$ cat src/io_pkg.sv
//////////////////////////////////////////////////////////////////////
// shared widths, register offsets and bus response codes for the
// peripheral block; referenced by scoped name from each module
//////////////////////////////////////////////////////////////////////
package io_pkg;

	// bus side
	typedef logic [7:0]  addr_t;     // register byte address
	typedef logic [31:0] data_t;
	typedef logic [3:0]  strb_t;
	typedef logic [1:0]  resp_t;

	// peripheral side
	typedef logic [3:0]  sdc_t;      // one bit per sd data lane
	typedef logic [7:0]  ps2_byte_t;
	typedef logic [7:0]  duty_t;     // pwm high count per 256 cycles

	localparam resp_t RESP_OKAY   = 2'b00;
	localparam resp_t RESP_SLVERR = 2'b10;

	// register map, word aligned
	localparam addr_t REG_SDC_DIR  = 8'h00;  // lane drive enables
	localparam addr_t REG_SDC_OUT  = 8'h04;  // lanes, clk, cmd, ena
	localparam addr_t REG_SDC_IN   = 8'h08;  // synchronized pads, read only
	localparam addr_t REG_PS2_CTRL = 8'h0C;  // inhibit plus status flags
	localparam addr_t REG_PS2_DATA = 8'h10;  // read clears the flags
	localparam addr_t REG_AUD_DUTY = 8'h14;

	// bit positions in REG_SDC_OUT above the lanes
	localparam int SDC_CLK_BIT = 4;
	localparam int SDC_CMD_BIT = 5;
	localparam int SDC_ENA_BIT = 6;

endpackage

$ cat src/ps2_rx.sv
//////////////////////////////////////////////////////////////////////
// receive side of a ps/2 port: takes device frames off the synchronized
// pins and holds the last byte with valid, parity and overrun flags
//////////////////////////////////////////////////////////////////////
`timescale 1ns/1ps

module ps2_rx (
	input  logic              clock,
	input  logic              reset_i,
	input  logic              ps2_clk_i,
	input  logic              ps2_data_i,
	input  logic              inhibit_i,     // host holds the clock low
	input  logic              take_i,        // byte consumed, clear flags
	output io_pkg::ps2_byte_t byte_o,
	output logic              valid_o,
	output logic              parity_err_o,
	output logic              overrun_o
);

	typedef enum logic [1:0] {
		ST_IDLE,
		ST_DATA,
		ST_PARITY,
		ST_STOP
	} state_t;

	state_t            state;
	logic [1:0]        clk_sync;
	logic [1:0]        data_sync;
	logic              clk_prev;
	logic              clk_fall;
	logic              bit_in;
	logic [2:0]        bit_cnt;
	io_pkg::ps2_byte_t shift_q;
	logic              parity_q;
	logic              frame_done;
	logic              bad_parity;

	// pins idle high, so the sync chain resets high to avoid a false fall
	always_ff @(posedge clock) begin
		if (reset_i) begin
			clk_sync  <= 2'b11;
			data_sync <= 2'b11;
			clk_prev  <= 1'b1;
		end else begin
			clk_sync  <= {clk_sync[0], ps2_clk_i};
			data_sync <= {data_sync[0], ps2_data_i};
			clk_prev  <= clk_sync[1];
		end
	end

	assign clk_fall = clk_prev & ~clk_sync[1];
	assign bit_in   = data_sync[1];

	// stop bit has to be 1, otherwise the frame is thrown away
	assign frame_done = (state == ST_STOP) && clk_fall && bit_in && !inhibit_i;
	assign bad_parity = ~^{shift_q, parity_q};  // odd parity over data + parity

	always_ff @(posedge clock) begin
		if (reset_i) begin
			state   <= ST_IDLE;
			bit_cnt <= '0;
		end else if (inhibit_i) begin
			state   <= ST_IDLE;  // frame restarts after release
			bit_cnt <= '0;
		end else if (clk_fall) begin
			case (state)
				ST_IDLE: begin
					if (!bit_in) begin  // start bit
						state   <= ST_DATA;
						bit_cnt <= '0;
					end
				end
				ST_DATA: begin
					bit_cnt <= bit_cnt + 3'd1;
					if (bit_cnt == 3'd7)
						state <= ST_PARITY;
				end
				ST_PARITY: state <= ST_STOP;
				default:   state <= ST_IDLE;  // stop bit, good or bad
			endcase
		end
	end

	// data arrives lsb first
	always_ff @(posedge clock) begin
		if (clk_fall && state == ST_DATA)
			shift_q <= {bit_in, shift_q[7:1]};
		if (clk_fall && state == ST_PARITY)
			parity_q <= bit_in;
	end

	always_ff @(posedge clock) begin
		if (reset_i) begin
			byte_o       <= '0;
			valid_o      <= 1'b0;
			parity_err_o <= 1'b0;
			overrun_o    <= 1'b0;
		end else if (frame_done) begin
			byte_o       <= shift_q;
			valid_o      <= 1'b1;
			parity_err_o <= bad_parity | (parity_err_o & ~take_i);
			overrun_o    <= (overrun_o | valid_o) & ~take_i;  // old byte never read
		end else if (take_i) begin
			valid_o      <= 1'b0;
			parity_err_o <= 1'b0;
			overrun_o    <= 1'b0;
		end
	end

endmodule

$ cat src/audio_pwm.sv
//////////////////////////////////////////////////////////////////////
// 8-bit pwm for the mono audio pad, period of 256 clocks
//////////////////////////////////////////////////////////////////////
`timescale 1ns/1ps

module audio_pwm (
	input  logic          clock,
	input  logic          reset_i,
	input  io_pkg::duty_t duty_i,
	output logic          pwm_o
);

	io_pkg::duty_t cnt_q;
	io_pkg::duty_t duty_q;
	logic          wrap;

	// last count of the period
	assign wrap = (cnt_q == 8'hFF);

	always_ff @(posedge clock) begin
		if (reset_i) begin
			cnt_q <= '0;
		end else begin
			cnt_q <= cnt_q + 8'd1;  // free running, wraps by itself
		end
	end

	// new duty only at the period boundary so no period comes out
	// with a partial high time
	always_ff @(posedge clock) begin
		if (reset_i) begin
			duty_q <= '0;
		end else if (wrap) begin
			duty_q <= duty_i;
		end
	end

	// high for the first duty_q counts, duty 0 stays low
	assign pwm_o = (cnt_q < duty_q);

endmodule

$ cat src/core_unit.sv
//////////////////////////////////////////////////////////////////////
// axi4-lite register block for the sd, ps/2 and audio pads; the pad
// wrapper feeds it split in/out/enable signals
//////////////////////////////////////////////////////////////////////
`timescale 1ns/1ps

module core_unit (
	input  logic          clock,
	input  logic          reset_i,

	input  io_pkg::addr_t s_awaddr_i,
	input  logic          s_awvalid_i,
	output logic          s_awready_o,
	input  io_pkg::data_t s_wdata_i,
	input  io_pkg::strb_t s_wstrb_i,
	input  logic          s_wvalid_i,
	output logic          s_wready_o,
	output io_pkg::resp_t s_bresp_o,
	output logic          s_bvalid_o,
	input  logic          s_bready_i,
	input  io_pkg::addr_t s_araddr_i,
	input  logic          s_arvalid_i,
	output logic          s_arready_o,
	output io_pkg::data_t s_rdata_o,
	output io_pkg::resp_t s_rresp_o,
	output logic          s_rvalid_o,
	input  logic          s_rready_i,

	input  io_pkg::sdc_t  sdc_dat_in_i,
	output io_pkg::sdc_t  sdc_dat_o,
	output io_pkg::sdc_t  sdc_dat_drive_o,
	output logic          sdc_clk_o,
	output logic          sdc_cmd_o,
	output logic          sdc_ena_o,

	input  logic          ps2_clk_in_i,
	input  logic          ps2_data_in_i,
	output logic          ps2_clk_drive_o,

	output logic          aud_pwm_o
);

	typedef enum logic [1:0] {
		AX_IDLE,
		AX_ACK,    // ready high this cycle, transfer on the edge
		AX_RESP    // response waiting for the master
	} ax_state_t;

	ax_state_t         wr_state;
	ax_state_t         rd_state;
	logic              wr_fire;
	logic              rd_fire;
	logic              wr_mapped;
	logic              wr_lane0;
	io_pkg::data_t     rd_data;
	io_pkg::resp_t     rd_resp;

	io_pkg::sdc_t      sdc_in_q1;
	io_pkg::sdc_t      sdc_in_q2;
	logic              ps2_inhibit;
	logic              ps2_take;
	io_pkg::ps2_byte_t ps2_byte;
	logic              ps2_valid;
	logic              ps2_parity_err;
	logic              ps2_overrun;
	io_pkg::duty_t     aud_duty;

	assign wr_fire  = (wr_state == AX_ACK);
	assign rd_fire  = (rd_state == AX_ACK) && s_arvalid_i;
	assign wr_lane0 = wr_fire && s_wstrb_i[0];

	assign s_awready_o = (wr_state == AX_ACK);
	assign s_wready_o  = (wr_state == AX_ACK);
	assign s_bvalid_o  = (wr_state == AX_RESP);
	assign s_arready_o = (rd_state == AX_ACK);
	assign s_rvalid_o  = (rd_state == AX_RESP);

	always_comb begin
		case (s_awaddr_i)
			io_pkg::REG_SDC_DIR, io_pkg::REG_SDC_OUT, io_pkg::REG_SDC_IN,
			io_pkg::REG_PS2_CTRL, io_pkg::REG_PS2_DATA,
			io_pkg::REG_AUD_DUTY: wr_mapped = 1'b1;
			default:              wr_mapped = 1'b0;
		endcase
	end

	// one write in flight: idle, accept, respond
	always_ff @(posedge clock) begin
		if (reset_i) begin
			wr_state  <= AX_IDLE;
			s_bresp_o <= io_pkg::RESP_OKAY;
		end else begin
			case (wr_state)
				AX_IDLE: if (s_awvalid_i && s_wvalid_i) wr_state <= AX_ACK;
				AX_ACK: begin
					wr_state  <= AX_RESP;
					s_bresp_o <= wr_mapped ? io_pkg::RESP_OKAY : io_pkg::RESP_SLVERR;
				end
				default: if (s_bready_i) wr_state <= AX_IDLE;
			endcase
		end
	end

	// register writes, byte lane 0 only
	always_ff @(posedge clock) begin
		if (reset_i) begin
			sdc_dat_drive_o <= '0;
			sdc_dat_o       <= '0;
			sdc_clk_o       <= 1'b0;
			sdc_cmd_o       <= 1'b0;
			sdc_ena_o       <= 1'b0;
			ps2_inhibit     <= 1'b0;
			aud_duty        <= '0;
		end else if (wr_lane0) begin
			case (s_awaddr_i)
				io_pkg::REG_SDC_DIR: sdc_dat_drive_o <= s_wdata_i[3:0];
				io_pkg::REG_SDC_OUT: begin
					sdc_dat_o <= s_wdata_i[3:0];
					sdc_clk_o <= s_wdata_i[io_pkg::SDC_CLK_BIT];
					sdc_cmd_o <= s_wdata_i[io_pkg::SDC_CMD_BIT];
					sdc_ena_o <= s_wdata_i[io_pkg::SDC_ENA_BIT];
				end
				io_pkg::REG_PS2_CTRL: ps2_inhibit <= s_wdata_i[0];
				io_pkg::REG_AUD_DUTY: aud_duty    <= s_wdata_i[7:0];
				default: ;  // read only or unmapped
			endcase
		end
	end

	// read mux, unmapped reads give 0 with slverr
	always_comb begin
		rd_resp = io_pkg::RESP_OKAY;
		case (s_araddr_i)
			io_pkg::REG_SDC_DIR:  rd_data = {28'd0, sdc_dat_drive_o};
			io_pkg::REG_SDC_OUT:  rd_data = {25'd0, sdc_ena_o, sdc_cmd_o, sdc_clk_o, sdc_dat_o};
			io_pkg::REG_SDC_IN:   rd_data = {28'd0, sdc_in_q2};
			io_pkg::REG_PS2_CTRL: rd_data = {21'd0, ps2_overrun, ps2_parity_err, ps2_valid,
				7'd0, ps2_inhibit};
			io_pkg::REG_PS2_DATA: rd_data = {24'd0, ps2_byte};
			io_pkg::REG_AUD_DUTY: rd_data = {24'd0, aud_duty};
			default: begin
				rd_data = '0;
				rd_resp = io_pkg::RESP_SLVERR;
			end
		endcase
	end

	always_ff @(posedge clock) begin
		if (reset_i) begin
			rd_state  <= AX_IDLE;
			s_rdata_o <= '0;
			s_rresp_o <= io_pkg::RESP_OKAY;
		end else begin
			case (rd_state)
				AX_IDLE: if (s_arvalid_i) rd_state <= AX_ACK;
				AX_ACK: if (rd_fire) begin
					rd_state  <= AX_RESP;
					s_rdata_o <= rd_data;  // byte sampled before the flag clear lands
					s_rresp_o <= rd_resp;
				end
				default: if (s_rready_i) rd_state <= AX_IDLE;
			endcase
		end
	end

	// two-stage synchronizer on the sd lanes
	always_ff @(posedge clock) begin
		sdc_in_q1 <= sdc_dat_in_i;
		sdc_in_q2 <= sdc_in_q1;
	end

	assign ps2_take        = rd_fire && (s_araddr_i == io_pkg::REG_PS2_DATA);
	assign ps2_clk_drive_o = ps2_inhibit;  // pad pulled low while set

	ps2_rx u_ps2_rx (
		.clock        (clock),
		.reset_i      (reset_i),
		.ps2_clk_i    (ps2_clk_in_i),
		.ps2_data_i   (ps2_data_in_i),
		.inhibit_i    (ps2_inhibit),
		.take_i       (ps2_take),
		.byte_o       (ps2_byte),
		.valid_o      (ps2_valid),
		.parity_err_o (ps2_parity_err),
		.overrun_o    (ps2_overrun)
	);

	audio_pwm u_audio_pwm (
		.clock   (clock),
		.reset_i (reset_i),
		.duty_i  (aud_duty),
		.pwm_o   (aud_pwm_o)
	);

endmodule

$ cat config.mk
export PLATFORM = sky130hd
export DESIGN_NAME = core_unit
export DESIGN_NICKNAME = d
export VERILOG_FILES = /design/src/io_pkg.sv /design/src/ps2_rx.sv /design/src/audio_pwm.sv /design/src/core_unit.sv
export SDC_FILE = /design/constraint.sdc
export NUM_CORES = 1
export LEC_CHECK = 0
export ABC_AREA = 0
export BUFFER_PORTS_ARGS = -buffer_cell sky130_fd_sc_hd__clkbuf_2
export CAP_MARGIN = 20
export CORE_AREA = 2 2 105 107
export DETAILED_ROUTE_END_ITERATION = 8
export DIE_AREA = 0 0 107 109
export PLACE_DENSITY = 0.72
export SYNTH_ARGS = -nofsm -noshare
export SYNTH_HDL_FRONTEND = slang
export SYNTH_HIERARCHICAL = 1
export SYNTH_SLANG_ARGS = --single-unit
$ cat constraint.sdc
create_clock -name clock -period 3.4 [get_ports clock]
set_input_delay 0.51 -clock clock [delete_from_list [all_inputs] [get_ports clock]]
set_output_delay 0.51 -clock clock [all_outputs]
set_load 0.02 [all_outputs]
## After elaboration in Yosys (flattened, before gate mapping)

Cells that the tools add are included.

| operators by class | value |
|---|---|
| add/subtract/negate cells | 2 |
| order comparisons | 1 |
| equal/unequal tests | 24 |
| multiplexer cells | 20 |
| bitwise operators | 7 |
| reduce and logical (&&, ||, !) cells | 32 |

Operators with widths:

| operator | number |
|---|---|
| 11-bit case mux with 6 select lines | 1 |
| 8-bit by 4-bit equality test with 1-bit output (second input constant) | 4 |
| 8-bit by 5-bit equality test with 1-bit output (second input constant) | 4 |
| 2-bit 2-to-1 mux | 9 |
| 8-bit by 3-bit equality test with 1-bit output (second input constant) | 2 |
| 8-bit zero test | 2 |
| 2-bit AND reduction | 6 |
| 6-bit OR reduction | 2 |
| 1-bit logical AND | 9 |
| 3-bit AND reduction | 3 |
| 9-bit XNOR reduction | 1 |
| 8-bit by 1-bit adder with 8-bit output (second input constant) | 1 |
| 2-bit equality test (second input constant) | 4 |
| 8-bit equality test (second input constant) | 1 |
| 8-bit < comparator | 1 |
| 2-bit case mux with 2 select lines | 2 |
| 2-bit by 1-bit equality test with 1-bit output (second input constant) | 3 |
| 2-bit zero test | 3 |
| 2-bit inequality test (second input constant) | 3 |
| 2-bit case mux with 3 select lines | 1 |
| 3-bit case mux with 2 select lines | 1 |
| 3-bit nonzero test | 2 |
| 1-bit 2-to-1 mux | 5 |
| 2-bit by 1-bit inequality test with 1-bit output (second input constant) | 2 |
| 9 further kinds | 14 |

| storage, ports and cells | value |
|---|---|
| bits in registers | 114 |
| input bits | 65 |
| output and inout bits | 54 |
| logic and storage cells | 113 |

## Longest topological paths before layout

| depth | value |
|---|---|
| depth in word-level cells | 7 |
| gate-level depth with buffers | 6 |
| mapped depth without buffers | 6 |

## Modules after synthesis

The synthesis kept the hierarchy.

By module, submodules not included:

| module | instances | cells each | area an instance (sq um) | seq. area each (sq um) |
|---|---|---|---|---|
| core_unit | 1 | 216 | 2053.2 | 900.9 |
| ps2_rx | 1 | 109 | 1233.7 | 690.7 |
| audio_pwm | 1 | 94 | 847.1 | 320.3 |

## Worst setup path after synthesis

Ideal clock, no wire load.

| path | value |
|---|---|
| kind | input to register |
| start point | input port s_araddr_i[7] |
| end point | register u_ps2_rx.parity_err_o |
| library setup time | 0.120 ns |
| arrival | 2.126 ns |
| data required time | 3.280 ns |
| slack | 1.154 ns |
| stages | 5 |
| buffers on the path | 0 |
| path through | or4_4 -> or3b_4 -> nor4b_1 -> nor3b_1 -> a211o_1 |

| between the ends | value |
|---|---|
| word-level cells in the longest chain between the ends | 6 |
| elaborated cells between the ends (all ways) | 7 |
| those cells by class | 1 x eq/ne; 1 x mux; 3 x bitwise; 2 x reduce/logical |

Ends and longest elaborated chain:

| what | line | text |
|---|---|---|
| start: declaration | core_unit.sv:21 | `input io_pkg::addr_t s_araddr_i,` |
| 8-bit by 5-bit equality test with 1-bit output (*) | core_unit.sv:172 | `assign ps2_take = rd_fire && (s_araddr_i == io_pkg::REG_PS2_DATA);` |
| 1-bit logical AND (*) | core_unit.sv:172 |  |
| via ps2_take | core_unit.sv:61 | `logic ps2_take;` |
| 1-bit NOT | ps2_rx.sv:102 | `parity_err_o <= bad_parity \| (parity_err_o & ~take_i);` |
| 1-bit AND | ps2_rx.sv:102 |  |
| 1-bit bitwise OR | ps2_rx.sv:102 |  |
| 1-bit 2-to-1 mux | ps2_rx.sv:99 | `end else if (frame_done) begin` |
| end signal: assignment | ps2_rx.sv:102 |  |
| end: declaration | ps2_rx.sv:16 | `output logic parity_err_o,` |

The timed path passes the listed nets; every way through them passes the cells marked *.
A chain may end at the register's enable or synchronous reset.

## Worst setup path in the final report

| path | value |
|---|---|
| start point | register u_audio_pwm.cnt_q[2] |
| end point | output port aud_pwm_o |

| between the ends | value |
|---|---|
| word-level cells in the longest chain between the ends | 1 |

Ends and longest elaborated chain:

| what | line | text |
|---|---|---|
| start: declaration | audio_pwm.sv:13 | `io_pkg::duty_t cnt_q;` |
| start signal: assignment | audio_pwm.sv:24 | `cnt_q <= cnt_q + 8'd1;` |
| 8-bit < comparator | audio_pwm.sv:39 | `assign pwm_o = (cnt_q < duty_q);` |
| end: declaration | core_unit.sv:40 | `output logic aud_pwm_o` |

No other way between the ends.

==> qor.yml <==
clocking:
  cts_buffers: 9
  cts_root_buf: "clkbuf_8"
  path_clk_slew_ns: 0.10
  post_cts_buffers: 0
  clk_latency_ns: 0.36
  h-tree-depth: 3
  cts.sinks: 91
  cts_hold_buf: 0
  cts-resized-gates: 0
  cts_buffer_depth: 2
  cts_tree: "done"
die:
  die-width_um: 107
  core_um2: 10600
  initial_utilization_pct: 38.99
  pin_count: 119
  fp.dieH_um: 109
  core.rowCount: 38
  dieArea_um2: 11660
setup_path:
  cp-start-kind: "register"
  path_max_fanout: 6
  slowest_delay_ns: 0.47
  slowest_stage: "dfxtp_1"
  crit_top_cell: "a21oi_1"
  arrival_ns: 1.75
  r2r_cells: 5
  required_ns: 2.89
  worstSetupPathType: "reg2out"
  end_kind: "output pin"
  crit_chain: "ha_1, a21oi_1, o21ai_0, a21oi_1, clkbuf_2"
route:
  detail_route.wl_per_cell_um: 13.56
  via_per_inst: 4.896
  drc: 0
  ant_nets: 0
  wirelength_um: 8516
  drt-pass1-iter-count: 4
  num_vias: 3075
  initialDrtViolationCount: 148
synth:
  syn_area_um2: 4134
  synth_most_common_cell: "dfxtp_1"
  yosysUniqueCellTypes: 51
  yosysTopAreaCell: "dfxtp_1"
  synth_edf_count: 9
  synth.area.top_cells: "dfxtp_1, mux2i_1, edfxtp_1"
  synth_cells: 419
  ys_async_sr_fraction_pct: 0
  synthFlopType: "dfxtp_1"
  synth_top_area_share_pct: 39.71
  avgSynthCellArea_um2: 9.866
  ys_ff_latch: 91
  ys_seq_area_share_pct: 46.25
  synth_commonest_cells: "dfxtp_1, mux2i_1, nor2_1, nand2_1, buf_4"
  yosysWarnings: 6
sta:
  fin_crit_sh_pct: 66.37
  hold_viol_final: 0
  tns_ns: 0
  max_slew_margin_pct: 56.76
  setup_ws_ns: 1.143
  fmax_mhz: 443.1
  tightest_slew_ns: 0.6462
  worst_hold_slack_ns: 0.2571
  setup_viol: 0
  min_period_ns: 2.257
  slew_viol_final: 0
  skew_ns: 0.01811
  rsz0062_at_grt: "false"
final_layout:
  post_layout_nonfiller_instances: 628
  syn_to_final_growth_pct: 14.53
  final_util_pct: 44.65
  drive_above_1_share_pct: 22.75
  nets: 562
  n_antenna_cell: 0
  final_area_um2: 4735
grt:
  grt.overflow.total: 0
  antenna_found_initial: 0
  grt_pass1_wl_um: 14030
  grt_pass1_vias: 2984
  grt_max_degree: 57
  grt_util_all_layers_pct: 15.30
placement:
  portBuffers: 68
  dpl_cell_area_um2: 4499
  place_ws_ns: 0.8640
  gp_congestion: 0.7970
  place_inst: 612
  dp_hpwl_um: 6383
pwr:
  ir_drop_v: 0.0001924
  power_mw: 2.082
  powerDensity_nw_per_um2: 439.8
  leakagePower_nw: 2.028
outcome:
  status: "finished clean"
job:
  drv_cap: 0
hold_path:
  min-delay-path-class: "in2reg"
  min_path_cells: 1
[state kept, by name, summed over array words and instances, names as in the netlist, 3 cells and up]
name and flops:
sdc_dat_o 4, u_audio_pwm/cnt_q 8, sdc_in_q1 4, sdc_dat_drive_o 4, u_ps2_rx/byte_o 8, s_rdata_o 11
aud_duty 8, u_ps2_rx/bit_cnt 3, sdc_in_q2 4, u_audio_pwm/duty_q 8, u_ps2_rx/shift_q 8
[metal layers]
| metal | global-route usage [%] | share of wire [%] |
|---|---|---|
| met5 | 0 | 0 |
| met4 | 5.195 | 1.6 |
| met3 | 3.407 | 3.1 |
| met2 | 27.66 | 52 |
| met1 | 17.93 | 43 |
[cells by family after synthesis]
family	count (synthesis)	synth area share, %
simple gates	164	22.31
flops	91	46.25
compound gates	50	7.809
buf+inv	48	6.810
mux	42	10.26
fa+ha+maj	14	4.237
xor+xnor	9	2.240
other cells	1	0.09071
[final timing paths]
path                   startpoint                    end  slack (ns)
min reg2reg          sdc_in_q1[1]           sdc_in_q2[1]        0.35
min               sdc_dat_in_i[2]           sdc_in_q1[2]        0.26
max reg2reg           rd_state[1]  u_ps2_rx/parity_err_o        1.33
max          u_audio_pwm/cnt_q[2]              aud_pwm_o        1.14
[cell usage in the layout (no fill, tap or decap), types with 10 or more instances in the layout]
master,instances
nand2_1,26
nand2b_1,22
mux2i_1,39
conb_1,23
nand3_1,15
dfxtp_1,82
nor3_1,11
nor2b_1,10
clkbuf_2,68
a21oi_1,19
nor2_1,38
ha_1,14
[worst max-delay path: cells and delay by family (launching register included)]
kind                       cells  cell delay (ns)
DFF                            1             0.47
AOI/OAI and AO/OA              3             0.44
adders and majority gates      1             0.29
buffers and inverters          1             0.19
[cell type report]
class / count / area [um^2]
multi-input cells: 302 / 2023
clock inverters: 5 / 61.31
flip-flops and latches: 91 / 1912
repair buffers: 70 / 355.3
inverters: 9 / 33.78
fillers: 994 / 5868
well taps: 140 / 175.2
clock buffers: 11 / 173.9
[where the power goes]
part | switching (mW) | internal [mW] | leakage, nW
sequential | 0.0122 | 1.10 | 0.746
combinational | 0.0912 | 0.0490 | 1.16
clock | 0.398 | 0.436 | 0.121
(Power assumes the default switching activity.)
